[src/design/pcs_params.svh]
`ifndef PCS_PARAMS_SVH
`define PCS_PARAMS_SVH

// xgmii payload width, lane 0 in the low byte
`define PCS_WORD_BITS 64

// intake buffer depth = credits owned by the source after reset
// must stay a power of two, pointers wrap freely
`define PCS_TX_CREDITS 4

// last gearbox sequence value, the stall beat sits here
`define PCS_GB_MAX 32

// scrambler starting state, all 58 bits set
`define PCS_SCR_SEED 58'h3FFFFFFFFFFFFFF

`endif

[src/design/pcs_xgmii_pkg.sv]
`include "pcs_params.svh"

package pcs_xgmii_pkg;

    // one control bit per byte lane
    localparam int XGMII_LANES = `PCS_WORD_BITS / 8;

    // one xgmii beat
    // lane j lives in data[8*j +: 8], flagged by ctl[j]
    typedef struct packed {
        logic [`PCS_WORD_BITS-1:0] data;
        logic [XGMII_LANES-1:0]    ctl;
    } xgmii_word_t;

    // control characters seen on the xgmii side
    localparam logic [7:0] XGMII_IDLE  = 8'h07;
    localparam logic [7:0] XGMII_START = 8'hFB;
    localparam logic [7:0] XGMII_TERM  = 8'hFD;
    // error character, sent as an error block like any other bad mix
    localparam logic [7:0] XGMII_ERROR = 8'hFE;

endpackage

[src/design/pcs_line_pkg.sv]
`include "pcs_params.svh"

package pcs_line_pkg;

    // 2-bit sync header, never scrambled
    typedef enum logic [1:0] {
        SYNC_DATA = 2'b01,
        SYNC_CTRL = 2'b10
    } sync_hdr_t;

    // block type field, first byte of a control block payload
    typedef enum logic [7:0] {
        BT_CTRL   = 8'h1E,
        BT_START0 = 8'h78,
        BT_TERM0  = 8'h87,
        BT_TERM1  = 8'h99,
        BT_TERM2  = 8'hAA,
        BT_TERM3  = 8'hB4,
        BT_TERM4  = 8'hCC,
        BT_TERM5  = 8'hD2,
        BT_TERM6  = 8'hE1,
        BT_TERM7  = 8'hFF
    } blk_type_t;

    // 66-bit block, payload goes out lsb first
    typedef struct packed {
        sync_hdr_t                 hdr;
        logic [`PCS_WORD_BITS-1:0] payload;
    } line_block_t;

    // terminate type indexed by the lane holding /T/
    localparam blk_type_t BT_TERM [8] = '{
        BT_TERM0, BT_TERM1, BT_TERM2, BT_TERM3,
        BT_TERM4, BT_TERM5, BT_TERM6, BT_TERM7
    };

    // 7-bit line control codes
    localparam logic [6:0] LINE_IDLE  = 7'h00;
    localparam logic [6:0] LINE_ERROR = 7'h1E;

    // full control-block payloads
    localparam logic [63:0] IDLE_PAYLOAD  = {{8{LINE_IDLE}}, BT_CTRL};
    localparam logic [63:0] ERROR_PAYLOAD = {{8{LINE_ERROR}}, BT_CTRL};

endpackage

[src/design/xgmii_word_if.sv]
`timescale 1ns/1ps
`include "pcs_params.svh"

interface xgmii_word_if;

    import pcs_xgmii_pkg::*;

    // head of the intake buffer
    xgmii_word_t word;
    // buffer holds at least one word
    logic        avail;
    // encoder moves on this beat
    logic        take;
    // one word left the buffer, goes back to the source
    logic        credit;

    // intake buffer side
    modport source (
        output word,
        output avail,
        output credit,
        input  take
    );

    // encoder side
    modport sink (
        input  word,
        input  avail,
        output take
    );

endinterface

[src/design/tx_credit_intake.sv]
`timescale 1ns/1ps
`include "pcs_params.svh"

module tx_credit_intake (
    input  logic                       i_clk,
    input  logic                       i_rst_n,
    input  logic                       i_valid,
    input  pcs_xgmii_pkg::xgmii_word_t i_word,
    xgmii_word_if.source               o_word_if
);

    import pcs_xgmii_pkg::*;

    localparam int DEPTH = `PCS_TX_CREDITS;
    localparam int PTR_W = $clog2(DEPTH);

    xgmii_word_t      mem [DEPTH];
    logic [PTR_W-1:0] wr_ptr;
    logic [PTR_W-1:0] rd_ptr;
    logic [PTR_W:0]   count;
    logic             pop;

    // word leaves only when the encoder moves and something is there
    assign pop = o_word_if.take && o_word_if.avail;

    assign o_word_if.word   = mem[rd_ptr];
    assign o_word_if.avail  = (count != '0);
    // every pop hands one credit back
    assign o_word_if.credit = pop;

    always_ff @(posedge i_clk) begin
        if (!i_rst_n) begin
            wr_ptr <= '0;
            rd_ptr <= '0;
            count  <= '0;
        end else begin
            if (i_valid) begin
                wr_ptr <= wr_ptr + 1'b1;
            end
            if (pop) begin
                rd_ptr <= rd_ptr + 1'b1;
            end
            // push and pop together leave the fill unchanged
            case ({i_valid, pop})
                2'b10:   count <= count + 1'b1;
                2'b01:   count <= count - 1'b1;
                default: count <= count;
            endcase
        end
    end

    always_ff @(posedge i_clk) begin
        if (i_valid) begin
            mem[wr_ptr] <= i_word;
        end
    end

    // source spent a credit it did not own
    a_no_push_when_full: assert property (
        @(posedge i_clk) disable iff (!i_rst_n)
        i_valid |-> (count != (PTR_W + 1)'(DEPTH))
    ) else $error("intake push into a full buffer");

endmodule

[src/design/encode_6466b.sv]
`timescale 1ns/1ps
`include "pcs_params.svh"

module encode_6466b (
    input  logic                      i_clk,
    input  logic                      i_rst_n,
    input  logic                      i_advance,
    xgmii_word_if.sink                i_word_if,
    output pcs_line_pkg::line_block_t o_block
);

    import pcs_xgmii_pkg::*;
    import pcs_line_pkg::*;

    xgmii_word_t            word;
    logic [XGMII_LANES-1:0] lane_idle;
    logic [XGMII_LANES-1:0] lane_term;
    line_block_t            blk_next;

    // take on every advancing beat, empty buffer turns into idle
    assign i_word_if.take = i_advance;
    assign word           = i_word_if.word;

    // per-lane control character flags
    always_comb begin
        for (int j = 0; j < XGMII_LANES; j++) begin
            lane_idle[j] = word.ctl[j] && (word.data[8*j +: 8] == XGMII_IDLE);
            lane_term[j] = word.ctl[j] && (word.data[8*j +: 8] == XGMII_TERM);
        end
    end

    always_comb begin
        logic [XGMII_LANES-1:0] from_k;
        logic [XGMII_LANES-1:0] after_k;
        logic [63:0]            keep;
        from_k   = '0;
        after_k  = '0;
        keep     = '0;
        // anything unmatched ends up an error block
        blk_next.hdr     = SYNC_CTRL;
        blk_next.payload = ERROR_PAYLOAD;
        if (!i_word_if.avail) begin
            // nothing queued, fill the line with idle
            blk_next.payload = IDLE_PAYLOAD;
        end else if (word.ctl == '0) begin
            blk_next.hdr     = SYNC_DATA;
            blk_next.payload = word.data;
        end else if (&lane_idle) begin
            blk_next.payload = IDLE_PAYLOAD;
        end else if (word.ctl == XGMII_LANES'(1) && word.data[7:0] == XGMII_START) begin
            // /S/ replaced by the type, lanes 1..7 carry data
            blk_next.payload = {word.data[63:8], BT_START0};
        end else begin
            for (int k = 0; k < XGMII_LANES; k++) begin
                // lanes below k data, /T/ in k, idle above
                from_k  = {XGMII_LANES{1'b1}} << k;
                after_k = {XGMII_LANES{1'b1}} << (k + 1);
                keep    = (64'd1 << (8 + 8 * k)) - 64'd1;
                if (word.ctl == from_k && lane_term[k] &&
                        (lane_idle & after_k) == after_k) begin
                    // data bytes follow the type, pad and idle codes are zero
                    blk_next.payload = {word.data[55:0], BT_TERM[k]} & keep;
                end
            end
        end
    end

    always_ff @(posedge i_clk) begin
        if (!i_rst_n) begin
            o_block.hdr     <= SYNC_CTRL;
            o_block.payload <= IDLE_PAYLOAD;
        end else if (i_advance) begin
            o_block <= blk_next;
        end
    end

    // only the two legal sync headers ever leave the encoder
    a_hdr_legal: assert property (
        @(posedge i_clk) disable iff (!i_rst_n)
        o_block.hdr inside {SYNC_DATA, SYNC_CTRL}
    ) else $error("encoder produced an illegal sync header");

endmodule

[src/design/tx_scrambler.sv]
`timescale 1ns/1ps
`include "pcs_params.svh"

module tx_scrambler (
    input  logic                      i_clk,
    input  logic                      i_rst_n,
    input  logic                      i_advance,
    input  pcs_line_pkg::line_block_t i_block,
    output pcs_line_pkg::line_block_t o_block
);

    import pcs_line_pkg::*;

    // x^58 + x^39 + 1, lsb first
    // state[j] is the scrambled bit j+1 places back
    function automatic logic [63:0] scramble(input logic [63:0] din,
                                             input logic [57:0] seed);
        logic [57:0] s;
        logic [63:0] dout;
        s = seed;
        for (int i = 0; i < 64; i++) begin
            dout[i] = din[i] ^ s[38] ^ s[57];
            s       = {s[56:0], dout[i]};
        end
        return dout;
    endfunction

    // state left behind is the last 58 scrambled bits, newest in bit 0
    function automatic logic [57:0] state_after(input logic [63:0] dout);
        logic [57:0] s;
        for (int j = 0; j < 58; j++) begin
            s[j] = dout[63 - j];
        end
        return s;
    endfunction

    // out of reset the register holds an idle block scrambled from the seed
    // and the state carries on from that block
    localparam logic [63:0] RST_PAYLOAD = scramble(IDLE_PAYLOAD, `PCS_SCR_SEED);
    localparam logic [57:0] RST_STATE   = state_after(RST_PAYLOAD);

    logic [57:0] scr_state;
    logic [63:0] scr_payload;

    assign scr_payload = scramble(i_block.payload, scr_state);

    always_ff @(posedge i_clk) begin
        if (!i_rst_n) begin
            scr_state       <= RST_STATE;
            o_block.hdr     <= SYNC_CTRL;
            o_block.payload <= RST_PAYLOAD;
        end else if (i_advance) begin
            scr_state       <= state_after(scr_payload);
            // header bypasses the scrambler, same delay
            o_block.hdr     <= i_block.hdr;
            o_block.payload <= scr_payload;
        end
    end

endmodule

[src/design/tx_gearbox_seq.sv]
`timescale 1ns/1ps
`include "pcs_params.svh"

module tx_gearbox_seq (
    input  logic                      i_clk,
    input  logic                      i_rst_n,
    input  pcs_line_pkg::line_block_t i_block,
    output logic                      o_advance,
    output logic [`PCS_WORD_BITS-1:0] o_tx_data,
    output logic [1:0]                o_tx_header,
    output logic [5:0]                o_tx_sequence
);

    // counter runs one beat ahead of the registered sequence output
    logic [5:0] gb_cnt;

    // pipeline stalls while the counter sits on the last value
    assign o_advance = (gb_cnt != 6'(`PCS_GB_MAX));

    always_ff @(posedge i_clk) begin
        if (!i_rst_n) begin
            gb_cnt        <= 6'd1;
            o_tx_sequence <= '0;
        end else begin
            if (gb_cnt == 6'(`PCS_GB_MAX)) begin
                gb_cnt <= '0;
            end else begin
                gb_cnt <= gb_cnt + 6'd1;
            end
            o_tx_sequence <= gb_cnt;
        end
    end

    // data and header load together with the sequence,
    // so the beat showing the last value repeats the one before
    always_ff @(posedge i_clk) begin
        if (o_advance) begin
            o_tx_data   <= i_block.payload;
            o_tx_header <= i_block.hdr;
        end
    end

    a_cnt_range: assert property (
        @(posedge i_clk) disable iff (!i_rst_n)
        gb_cnt <= 6'(`PCS_GB_MAX)
    ) else $error("gearbox counter past its limit");

endmodule

[src/design/pcs_tx.sv]
`timescale 1ns/1ps
`include "pcs_params.svh"

module pcs_tx (
    input  logic                        xver_tx_clk,
    input  logic                        i_rst_n,
    input  logic                        i_xgmii_valid,
    input  logic [`PCS_WORD_BITS-1:0]   i_xgmii_data,
    input  logic [`PCS_WORD_BITS/8-1:0] i_xgmii_ctl,
    output logic                        o_xgmii_credit,
    output logic [`PCS_WORD_BITS-1:0]   o_xver_tx_data,
    output logic [1:0]                  o_xver_tx_header,
    output logic [5:0]                  o_xver_tx_sequence
);

    import pcs_xgmii_pkg::*;
    import pcs_line_pkg::*;

    xgmii_word_t in_word;
    line_block_t enc_block;
    line_block_t scr_block;
    logic        advance;

    xgmii_word_if word_if ();

    assign in_word.data   = i_xgmii_data;
    assign in_word.ctl    = i_xgmii_ctl;
    assign o_xgmii_credit = word_if.credit;

    // credit-managed intake
    tx_credit_intake u_intake (
        .i_clk     (xver_tx_clk),
        .i_rst_n   (i_rst_n),
        .i_valid   (i_xgmii_valid),
        .i_word    (in_word),
        .o_word_if (word_if.source)
    );

    // 64b/66b encoder
    encode_6466b u_encoder (
        .i_clk     (xver_tx_clk),
        .i_rst_n   (i_rst_n),
        .i_advance (advance),
        .i_word_if (word_if.sink),
        .o_block   (enc_block)
    );

    // payload scrambler
    tx_scrambler u_scrambler (
        .i_clk     (xver_tx_clk),
        .i_rst_n   (i_rst_n),
        .i_advance (advance),
        .i_block   (enc_block),
        .o_block   (scr_block)
    );

    // sequence counter and output registers for the external gearbox
    tx_gearbox_seq u_gearbox (
        .i_clk         (xver_tx_clk),
        .i_rst_n       (i_rst_n),
        .i_block       (scr_block),
        .o_advance     (advance),
        .o_tx_data     (o_xver_tx_data),
        .o_tx_header   (o_xver_tx_header),
        .o_tx_sequence (o_xver_tx_sequence)
    );

endmodule

[config.mk]
export PLATFORM = sky130hd
export DESIGN_NAME = pcs_tx
export DESIGN_NICKNAME = d
export VERILOG_FILES = /design/src/design/pcs_xgmii_pkg.sv /design/src/design/pcs_line_pkg.sv /design/src/design/xgmii_word_if.sv /design/src/design/tx_credit_intake.sv /design/src/design/encode_6466b.sv /design/src/design/tx_scrambler.sv /design/src/design/tx_gearbox_seq.sv /design/src/design/pcs_tx.sv
export VERILOG_INCLUDE_DIRS = /design/src /design/src/design
export SDC_FILE = /design/constraint.sdc
export NUM_CORES = 1
export LEC_CHECK = 0
export ABC_CLOCK_PERIOD_IN_PS = 10740
export BUFFER_PORTS_ARGS = -buffer_cell sky130_fd_sc_hd__buf_2
export CORE_UTILIZATION = 45
export CTS_BUF_LIST = sky130_fd_sc_hd__clkbuf_4 sky130_fd_sc_hd__clkbuf_8 sky130_fd_sc_hd__clkbuf_16
export DETAILED_ROUTE_END_ITERATION = 6
export PLACE_DENSITY_LB_ADDON = 0.25
export SYNTH_ARGS = -nofsm -noshare
export SYNTH_HDL_FRONTEND = slang
export SYNTH_HIERARCHICAL = 1
export SYNTH_SLANG_ARGS = --single-unit
[constraint.sdc]
create_clock -name xver_tx_clk -period 10.74 [get_ports xver_tx_clk]
set_clock_uncertainty 0.15 [all_clocks]
set_input_delay 1.611 -clock xver_tx_clk [delete_from_list [all_inputs] [get_ports xver_tx_clk]]
set_output_delay 1.611 -clock xver_tx_clk [all_outputs]
set_load 0.03 [all_outputs]
# Yosys cells after proc, flatten, opt, wreduce, memory -nomap -nowiden
# Memories as Yosys holds them, arrays and structs flattened. A register that Yosys moved wholly into a read port is not among the register bits.
# Index checks and enable logic that the tools add are counted.
classes:
  add_sub_neg: 5
  n_mul: 0
  div: 0
  order_cmp: 0
  eq_ne: 36
  n_shift: 0
  muxes: 20
  bitwise: 129
  reduce_logical: 38
op_table:
  columns: ["op", "count"]
  rows:
  - ["62-bit 2-to-1 mux", 7]
  - ["64-bit 2-to-1 mux", 5]
  - ["8-bit == test (second input constant)", 17]
  - ["1-bit XOR", 128]
  - ["8-bit by 3-bit == test with 1-bit output (second input constant)", 8]
  - ["1-bit logical AND", 33]
  - ["6-bit == test (second input constant)", 2]
  - ["8-bit by 1-bit == test with 1-bit output (second input constant)", 1]
  - ["8-bit zero test", 1]
  - ["2-bit 2-to-1 mux", 4]
  - ["8-bit AND reduction", 1]
  - ["7-bit == test (second input constant)", 1]
  - ["6-bit by 1-bit adder with 6-bit output (second input constant)", 1]
  - ["6-bit inequality test (second input constant)", 1]
  - ["3-bit one-hot mux with 2 select lines", 1]
  - ["5-bit == test (second input constant)", 1]
  - ["2-bit by 1-bit adder with 2-bit output (second input constant)", 2]
  - ["2-bit == test (second input constant)", 2]
  - ["4-bit == test (second input constant)", 1]
  - ["3-bit by 1-bit adder with 3-bit output (second input constant)", 1]
  - ["3-bit == test (second input constant)", 1]
  - ["1-bit 2-to-1 mux", 3]
  - ["3-bit nonzero test", 1]
  - ["3-bit by 1-bit subtractor with 3-bit output (second input constant)", 1]
  - ["other kinds (4)", 4]
totals:
  ff_bits: 275
  latch_bits: 0
  ram_bits: 288
  romBits: 0
  in_bits: 75
  out_inout_bits: 73
  elab_cells: 242
  mem_count: 1
mem_list:
  columns: ["name", "words", "word_bits", "rd", "rd_ports_with_merged_regs", "wr", "line", "rtl"]
  rows:
  - ["u_intake.mem", 4, 72, 1, 1, 1, "tx_credit_intake.sv:17", "xgmii_word_t mem [DEPTH];"]

# Depth between registers and ports, before layout
# Gate-level depths: netlist (run 1).
depth:
  word_depth: 16
  mapped_depth: 13
  ltp_nobuf: 12

# Cells and area by module
# Netlist (run 1), hierarchy kept.
by_module_without_submodules:
  columns: ["module", "n_inst", "cells_per_inst", "area_per_inst_um2"]
  rows:
  - ["tx_credit_intake", 1, 422, 10926.7]
  - ["encode_6466b", 1, 449, 3686.0]
  - ["tx_scrambler", 1, 340, 3686.0]
  - ["tx_gearbox_seq", 1, 106, 2404.8]

# Worst setup path before layout (run 1)
# Ideal clock, no wire load.
synth_path:
  kind: "register to output"
  startpoint: "reg u_gearbox.gb_cnt[0]"
  endpoint: "out o_xgmii_credit"
  arrival_ns: 2.760
  setup_slack_ns: 6.219
  stages_incl_launch_ff: 8
  cell_sequence: "dfxtp_1 > inv_1 > ha_1 > nand4bb_1 > nor2_1 > inv_1 > buf_4 > o31a_1"
synth_via:
  elab_chain_len: 2
synth_lines:
  columns: ["item", "line", "rtl"]
  rows:
  - ["start, declared", "tx_gearbox_seq.sv:15", "logic [5:0] gb_cnt;"]
  - ["start signal, assigned", "tx_gearbox_seq.sv:28", "gb_cnt <= gb_cnt + 6'd1;"]
  - ["6-bit inequality test", "tx_gearbox_seq.sv:18", "assign o_advance = (gb_cnt != 6'(`PCS_GB_MAX));"]
  - ["net advance", "pcs_tx.sv:22", "logic advance;"]
  - ["1-bit logical AND", "tx_credit_intake.sv:24", "assign pop = o_word_if.take && o_word_if.avail;"]
  - ["end, declared", "pcs_tx.sv:10", "output logic o_xgmii_credit,"]
# The timed path passes the listed nets, and every way through them passes these cells.

==> results.ini, run 1 <==
[critical_path]
cp-start-kind = register
critical_path_class = register to register
r2r_cells = 8
arrival_ns = 5.78
cp_data_required_time_ns = 11.12
critPathCaptureType = register
crit_fanout = 38

[cells_and_area]
drive_above_1_share_pct = 22.44
final_area_um2 = 23710
nFillCells = 3753
syn_to_final_growth_pct = 14.50
final_common_cell = edfxtp_1
layout_common_cells = edfxtp_1, dfxtp_1, buf_2
instances_no_fill = 2114
nNetsFinal = 1554

[timing]
max_slew_margin_pct = 14.07
setup_viol = 0
max_freq_mhz = 185.0
worst_slew_pin_slew_ns = 1.280
post-route-period-util_pct = 50.34
min_period_ns = 5.406
drv_slew = 0
rsz0062_at_grt = no
setup_tns_ns = 0
hold_viol = 0

[global_route]
grt_overflow = 0
grt_pass1_vias = 11470
grt_max_degree = 87
grt_pass1_wl_um = 73350
grtUsageTotal_pct = 20.91
antenna_found_initial = 4

[routing]
wl_per_cell_um = 23.04
ant_nets = 0
drc_errors = 0
dr_total_vias = 11740
drt_iter0_drc = 1035
routed_wl_um = 48700
drt-pass1-iter-count = 5
vias_per_cell = 5.555

[synth]
yosysSeqAreaShare_pct = 66.14
synth-main-ff-cell = edfxtp_1
ys_warn_count = 6
synth_cell_types = 76
synth_area_leader_cell = edfxtp_1
synthTopCellsByArea = edfxtp_1, dfxtp_1, mux4_2, mux2i_1, xnor2_1
synth_edf_count = 354
syn_area_per_cell_um2 = 15.72
syn_area_um2 = 20700
synth_top_area_share_pct = 51.34
synth-async-reset-ratio_pct = 0
ys_ff_latch = 507
synthCells = 1317
synth_nets = 1400

[clock_network]
cts_buffers = 50
postCtsHoldBufs = 0
cts.sinks = 507
root_buffer = clkbuf_16
htreeDepth = 2
cts_repair_resize_count = 0
cts_tree = yes
path_clk_slew_ns = 0.07
clkLatencyLatePin_ns = 0.60
cts.path.max_buffers = 3
cts_setup_buffers = 0

[placement]
placed_area_um2 = 21960
dp_hpwl_um = 33360
place_congestion = 0.8755
portBuffers = 147
numPlacedInstances = 2019

[floorplanning]
core_area_um2 = 45380
die_x_um = 216.5
die_area_um2 = 46870
num_io_pins = 148
die_y_um = 216.5
initial_utilization_pct = 45.62
num_rows = 78

[pwr]
peakVddDrop_uv = 147.5
p_total_w = 0.006401
power_density_nw_per_um2 = 270.0
p_leak_nw = 8.639

[min_path]
hold_path_depth = 0
hp-class = register to register

[outcome]
status = finished, final reports clean

[flow_run]
maxCapViolations = 0

[area by class of cell]
type / instances / area, um2 / area share (%)
multi-input combinational: 723 / 6571 / 27.72
tap: 600 / 750.7 / 3.167
clock inverter: 32 / 391.6 / 1.652
timing repair buffer: 159 / 825.8 / 3.483
clock buffer: 60 / 1344 / 5.668
sequential: 507 / 13700 / 57.78
antenna: 3 / 7.507 / 0.03167
inverter: 30 / 117.6 / 0.4961
[critical path: stages (launching register included)]
cell and delay, ns:
dfxtp_4 0.84, buf_4 0.69, mux4_2 0.66, or4_1 0.65, nor4_1 0.63, a41oi_1 0.27
o21ai_1 0.86, o21ai_1 0.32, o21ai_1 0.19
[per-stage QoR]
step                      utilization, %  setup WS (ns)  hold WS, ns
after floorplan                        -          6.219       0.2529
after global placement             48.40          5.401       0.2637
after detailed placement           48.40          5.346       0.2691
after CTS                          52.22          5.324       0.2840
after global routing               52.23          5.028       0.2945
final                              52.24          5.334       0.2826
[synth_stat cells, types with 13 or more instances]
library cell / instances
a22oi_1: 24
a21oi_1: 13
xnor2_1: 69
mux2i_1: 61
inv_1: 29
and2_1: 30
nand3_1: 21
o21ai_1: 23
buf_2: 17
clkbuf_1: 30
nand4b_1: 21
nor2b_1: 30
mux4_2: 70
xor2_1: 23
xnor3_1: 17
edfxtp_1: 354
nand2_1: 89
o21ai_0: 42
o211ai_1: 18
nor2_1: 29
dfxtp_1: 153
[per-layer routing]
layer | part of all wire [%] | routed length (um) | vias up | track usage [%]
li1 | - | - | 5394 | -
met1 | 44 | 21590 | 5905 | 29.56
met2 | 48 | 23380 | 368 | 33.26
met3 | 5.6 | 2711 | 75 | 3.761
met4 | 2.1 | 1007 | 2 | 5.704
met5 | 0.027 | 13 | - | 0
[state kept, by name, summed over array words and instances, names as in the netlist, named ones only]
register / cells
u_intake/mem: 288
u_gearbox/gb_cnt: 6
u_encoder/o_block: 66
u_gearbox/o_tx_data: 64
u_scrambler/o_block: 65
u_intake/count: 3
u_intake/rd_ptr: 2
u_intake/wr_ptr: 2
u_gearbox/o_tx_header: 2
u_gearbox/o_tx_sequence: 6
u_scrambler/scr_state: 1
[cell families after synthesis]
| family | synth area share (%) |
|---|---|
| muxes | 10.82 |
| adders and majority gates | 0.5197 |
| and+or+nand+nor | 8.346 |
| DFF | 66.14 |
| xor gates and xnor gates | 6.207 |
| AOI/OAI and AO/OA | 5.669 |
| buffers and inverters | 2.302 |
[where the power goes]
group	total [W]	switching, W	leakage [nW]	internal, W
clock	0.00183	0.000722	0.853	0.00111
combinational	0.00185	0.00104	3.17	0.000812
sequential	0.00272	0.000276	4.62	0.00245
[worst paths after layout]
path	startpoint	endpoint	slack [ns]
worst max register to register	register	u_encoder/o_block[13]	5.33
worst min register to register	u_scrambler/o_block[1]	u_gearbox/o_tx_data[1]	0.28
worst max-delay path	register	u_encoder/o_block[13]	5.33
worst min-delay path	u_scrambler/o_block[1]	u_gearbox/o_tx_data[1]	0.28
No activity file was read; power rests on OpenSTA's default activity.
==> run 2: changes to the inputs <==
--- a/config.mk
+++ b/config.mk
@@ -6,7 +6,8 @@
 export SDC_FILE = /design/constraint.sdc
 export NUM_CORES = 1
 export LEC_CHECK = 0
-export ABC_CLOCK_PERIOD_IN_PS = 10740
+export ABC_AREA = 1
+export ABC_CLOCK_PERIOD_IN_PS = 5600
 export BUFFER_PORTS_ARGS = -buffer_cell sky130_fd_sc_hd__buf_2
 export CORE_UTILIZATION = 45
 export CTS_BUF_LIST = sky130_fd_sc_hd__clkbuf_4 sky130_fd_sc_hd__clkbuf_8 sky130_fd_sc_hd__clkbuf_16
==> constraint.sdc (replaced) <==
create_clock -name xver_tx_clk -period 5.6 [get_ports xver_tx_clk]
set_clock_uncertainty 0.15 [all_clocks]
set_input_delay 0.84 -clock xver_tx_clk [delete_from_list [all_inputs] [get_ports xver_tx_clk]]
set_output_delay 0.84 -clock xver_tx_clk [all_outputs]
set_load 0.03 [all_outputs]
==> run 2 against run 1 <==
Compared with the run above: synthesized cell count is 63% higher; count of clock-buffer cells in the layout down 2; via count grew 33%; worst hold slack got worse by 0.00086 ns; critical path type unchanged; largest power group unchanged; highest routed layer unchanged.
==> results.ini, run 2 <==
[placement]
portBuffers = 147
place_congestion = 0.9401
dp_hpwl_um = 39180
placed_area_um2 = 23620
numPlacedInstances = 2880

[routing]
routed.top_layer = met5
routed_wl_um = 57110
vias_per_cell = 5.262
ant_nets = 0
drt-pass1-iter-count = 5
met1Wirelength_um = 26100
drc_errors = 0
met3WireLength_um = 2939
dr_wl_met2_um = 26770
drt_iter0_drc = 1302
wl_per_cell_um = 19.19
dr_total_vias = 15660

[pwr]
power_density_nw_per_um2 = 529.8
p_leak_nw = 9.884
p_total_w = 0.01342
peakVddDrop_uv = 256.5

[critical_path]
cp-start-kind = register
cp_slowest_cell = inv_1
cp_common_cell = nand2_1
path_cells = buf_4 > inv_4 > o21ai_0 > o22ai_2 > nor2_1 > nand2_1 > nor2_1 > nand2_1 > nand2_2 > inv_1 > o21ai_0 > nand2_1 > a21oi_1
arrival_ns = 4.52
critical_path_class = register to register
path_buf_inv = 3
cp_data_required_time_ns = 5.89
cp_top_family = buffers and inverters
max_stage_delay_ns = 0.73
crit_fanout = 72
critPathCaptureType = register

[synth]
yosysSeqAreaShare_pct = 60.91
yosys-top-cells-count = edfxtp_1, nand2_1, nor2_1
synth_top_area_share_pct = 47.29
synth_nets = 2233
synth_edf_count = 354
synth_area_leader_cell = edfxtp_1
synth_cell_types = 51
ys_warn_count = 6
synthCells = 2150
syn_area_per_cell_um2 = 10.46
synthTopCellsByArea = edfxtp_1, dfxtp_1, nand2_1, o21ai_0, nor2_1
syn_area_um2 = 22480
ys_ff_latch = 507
synth-async-reset-ratio_pct = 0
synth-main-ff-cell = edfxtp_1
yosysMostFrequentCell = edfxtp_1

[floorplanning]
num_io_pins = 148
num_rows = 81
die_area_um2 = 50850
die_y_um = 225.5
die_x_um = 225.5
initial_utilization_pct = 45.74
core_area_um2 = 49150

[timing]
setup_viol = 0
max_freq_mhz = 236.4
rsz0062_at_grt = no
hold_viol = 0
setup_tns_ns = 0
max_slew_margin_pct = 36.48
drv_slew = 0
min_period_ns = 4.230
worst_slew_pin_slew_ns = 0.9528
post-route-period-util_pct = 75.54

[flow_run]
maxCapViolations = 0

[clock_network]
clkLatencyLatePin_ns = 0.60
cts_buffers = 52
cts.path.max_buffers = 3
root_buffer = clkbuf_16
path_clk_slew_ns = 0.06
cts_setup_buffers = 0
htreeDepth = 2
postCtsHoldBufs = 0
cts_repair_resize_count = 0
cts.sinks = 507
cts_tree = yes

[cells_and_area]
nNetsFinal = 2353
regMostFlops = u_intake/mem
final_util_pct = 51.55
drive_above_1_share_pct = 19.22
final_area_um2 = 25340
instances_no_fill = 2976
largest_reg_flops = 288
final_common_cell = edfxtp_1
reg_top3 = u_intake/mem: 288 flops, u_encoder/o_block: 66 flops, u_scrambler/o_block: 65 flops
syn_to_final_growth_pct = 12.71
layout_common_cells = edfxtp_1, nand2_1, nor2_1

[global_route]
grt_pass1_vias = 14550
grt_pass1_wl_um = 86200
antenna_found_initial = 5
grt_max_degree = 105
grtUsageTotal_pct = 22.39
grt_overflow = 0

[min_path]
hold_start = u_scrambler/o_block[23]
hp-class = register to register

[outcome]
status = finished, final reports clean

## run 2: changes by cell type after synthesis, moves of 57 or more
cell,before,now
mux2i_1,61,0
nor2_2,0,57
inv_1,29,184
nand2_1,89,314
a21oi_1,13,150
mux4_2,70,0
nor2_1,29,214
nand3_1,21,94
o21ai_0,42,205
## run 2: stage by stage
stage	setup WS (ns)	hold slack, ns
final	1.370	0.2817
after global routing	1.116	0.2867
after CTS	1.487	0.2672
after detailed placement	1.481	0.2690
after global placement	1.565	0.2672
after floorplan	2.179	0.2529
## run 2: metal layers
layer / vias to the layer above / global-route usage (%)
met3: 84 / 3.533
li1: 7652 / -
met1: 7511 / 30.89
met2: 407 / 36.36
met5: - / 0
met4: 6 / 6.627
## run 2: final cells by class
type	instances	area (um2)
Antenna cell	2	5.005
Clock buffer	58	1381
Clock inverter	36	334.1
Fill cell	4401	23820
Inverter	198	750.7
Multi-Input combinational cell	1346	7467
Sequential cell	507	13700
Tap cell	664	830.8
Timing Repair Buffer	165	870.8
## run 2: logic make-up (layout without fill, tap and decap cells)
| kind of cell | Yosys count | in the layout | share of synthesized area, % |
|---|---|---|---|
| AO/OA/AOI/OAI | 507 | 507 | 13.87 |
| XOR/XNOR | 87 | 87 | 4.007 |
| adder cells (fa/ha/maj) | 8 | 8 | 0.4786 |
| buffers and inverters | 297 | 457 | 5.905 |
| flip-flops | 507 | 507 | 60.91 |
| other | 0 | 2 | 0 |
| AND/OR/NAND/NOR | 744 | 744 | 14.83 |
## run 2: report_power, final
group | leakage, nW | total, W | switching, W | internal [W]
logic | 4.42 | 0.00487 | 0.00342 | 0.00145
registers | 4.62 | 0.00511 | 0.000451 | 0.00466
clock network | 0.844 | 0.00345 | 0.00144 | 0.00201
total | 9.88 | 0.0134 | 0.00531 | 0.00811
## run 2: path summary, 6_finish.rpt
check                                                to  slack, ns  cells past startpoint
worst max-delay path              u_encoder/o_block[27]       1.37                     13
worst min-delay path            u_gearbox/o_tx_data[23]       0.28                      0
worst max register to register    u_encoder/o_block[27]       1.37                     13
worst min register to register  u_gearbox/o_tx_data[23]       0.28                      0
==> run 3: changes to the inputs <==
--- a/config.mk
+++ b/config.mk
@@ -7,7 +7,7 @@
 export NUM_CORES = 1
 export LEC_CHECK = 0
 export ABC_AREA = 1
-export ABC_CLOCK_PERIOD_IN_PS = 5600
+export ABC_CLOCK_PERIOD_IN_PS = 3850
 export BUFFER_PORTS_ARGS = -buffer_cell sky130_fd_sc_hd__buf_2
 export CORE_UTILIZATION = 45
 export CTS_BUF_LIST = sky130_fd_sc_hd__clkbuf_4 sky130_fd_sc_hd__clkbuf_8 sky130_fd_sc_hd__clkbuf_16
==> constraint.sdc (replaced) <==
create_clock -name xver_tx_clk -period 3.85 [get_ports xver_tx_clk]
set_clock_uncertainty 0.15 [all_clocks]
set_input_delay 0.5775 -clock xver_tx_clk [delete_from_list [all_inputs] [get_ports xver_tx_clk]]
set_output_delay 0.5775 -clock xver_tx_clk [all_outputs]
set_load 0.03 [all_outputs]
==> run 3 against run 2 <==
Compared with the run above: wire length barely moved; global-route usage rose by 0.051 points; worst setup slack got worse by 1.1 ns; critical path type unchanged; critical endpoint is now u_encoder/o_block[25]; highest routed layer unchanged.
==> results.ini, run 3 (synthesized netlist as in run 2, its figures left out) <==
[outcome]
status = finished, final reports clean

[floorplanning]
num_rows = 81
num_io_pins = 148
die_y_um = 225.5
initial_utilization_pct = 45.74
die_area_um2 = 50850
die_x_um = 225.5
core_area_um2 = 49150

[routing]
ant_nets = 0
drc_errors = 0
vias_per_cell = 5.291
drt_iter0_drc = 1225
routed_wl_um = 57080
dr_total_vias = 15890
drt-pass1-iter-count = 7
wl_per_cell_um = 19.01

[cells_and_area]
final_area_um2 = 25690
nNetsFinal = 2381
regArea_um2 = 13700
drive_above_1_share_pct = 20.18
final_util_pct = 52.26
instances_no_fill = 3003
nFillCells = 4307
reg_top3 = u_intake/mem: 288 flops, u_encoder/o_block: 66 flops, u_scrambler/o_block: 65 flops
multi_input_area_um2 = 7467
num_antenna_cells = 0
syn_to_final_growth_pct = 14.26
regMostFlops = u_intake/mem
final_common_cell = edfxtp_1
layout_common_cells = edfxtp_1, nand2_1, nor2_1
largest_reg_flops = 288

[global_route]
grt_pass1_wl_um = 86920
grt_max_degree = 99
grt_overflow = 0
grtUsageTotal_pct = 22.44
grt_pass1_vias = 14690
antenna_found_initial = 1

[clock_network]
htreeDepth = 2
cts_buffers = 52
cts_tree = yes
cts.path.max_buffers = 3
cts_repair_resize_count = 0
postCtsHoldBufs = 0
cts.sinks = 507
cts_setup_buffers = 0
path_clk_slew_ns = 0.06
root_buffer = clkbuf_16
clkLatencyLatePin_ns = 0.60

[critical_path]
critPathCaptureType = register
max_stage_delay_ns = 0.46
cp_slowest_cell = inv_4
crit_fanout = 56
cp-start-kind = register
cp_common_cell = nand2_1
critical_path_class = register to register
cp_data_required_time_ns = 4.16
path_cells = inv_4 > o21ai_0 > o22ai_2 > inv_1 > nor3_4 > nand2_1 > nor2_1 > nand3_1 > nand2_2 > nor2_8 > nand2_4 > buf_4 > o21ai_2 > nand2_1 > a21oi_1
arrival_ns = 3.85
path_buf_inv = 3
cp_top_family = simple AND/OR/NAND/NOR gates

[timing]
max_slew_margin_pct = 50.30
rsz0062_at_grt = no
min_period_ns = 3.542
worst_slew_pin_slew_ns = 0.7410
setup_tns_ns = 0
max_freq_mhz = 282.3
post-route-period-util_pct = 92.01
hold_viol = 0
setup_viol = 0
drv_slew = 0

[placement]
placed_area_um2 = 24020
dp_hpwl_um = 39800
portBuffers = 147
place_congestion = 0.9285
numPlacedInstances = 2908

[pwr]
peakVddDrop_uv = 399.3
power_density_nw_per_um2 = 763.6
p_leak_nw = 10.07

[min_path]
hp-class = primary input to register

[flow_run]
maxCapViolations = 0

-- run 3: cell type report --
class                      instances  area share (%)
sequential                       507           53.33
tap                              664           3.234
timing repair buffer             193           4.939
multi-input combinational       1346           29.07
inverter                         198           2.923
clock inverter                    28          0.8135
clock buffer                      67           5.690
-- run 3: power by group --
| part | leakage (nW) | internal (W) | switching [W] |
|---|---|---|---|
| clock network | 0.831 | 0.00282 | 0.00207 |
| registers | 4.62 | 0.00677 | 0.000691 |
| logic | 4.62 | 0.00230 | 0.00496 |
| total | 10.1 | 0.0119 | 0.00772 |
-- run 3: path summary, 6_finish.rpt --
check	startpoint	to	slack, ns	cells after the start
worst max register to register	register	u_encoder/o_block[25]	0.31	15
worst min-delay path	i_xgmii_data[28]	u_intake/mem[2][36]	0.05	1
worst max-delay path	register	u_encoder/o_block[25]	0.31	15
worst min register to register	u_scrambler/o_block[65]	u_gearbox/o_tx_header[1]	0.27	0
-- run 3: per-layer routing --
| layer | share of wire [%] | routed length [um] | track usage, % |
|---|---|---|---|
| met3 | 5.5 | 3138 | 3.338 |
| met1 | 45 | 25510 | 30.80 |
| met2 | 48 | 27450 | 37.31 |
| met5 | 0.019 | 11 | 0 |
| met4 | 1.7 | 964 | 5.486 |
-- run 3: worst register-to-register path, stage by stage (launching register included) --
cell and delay [ns]:
dfxtp_2 0.39, inv_4 0.47, o21ai_0 0.30, o22ai_2 0.25
inv_1 0.15, nor3_4 0.30, nand2_1 0.09, nor2_1 0.19
nand3_1 0.22, nand2_2 0.19, nor2_8 0.08, nand2_4 0.17
buf_4 0.22, o21ai_2 0.07, nand2_1 0.11, a21oi_1 0.08
-- run 3: stage by stage --
| step | total power, W | worst slack [ns] | hold WS (ns) |
|---|---|---|---|
| 2_1_floorplan | 0.01247 | 0.4288 | 0.2529 |
| 3_3_place_gp | 0.01466 | 0.3754 | 0.2679 |
| 3_5_place_dp | 0.01479 | 0.3644 | 0.2651 |
| 4_1_cts | 0.01968 | 0.3150 | 0.01767 |
| 5_1_grt | 0.02069 | 0.1141 | 0.02872 |
| 6_report | 0.01961 | 0.3078 | 0.04633 |
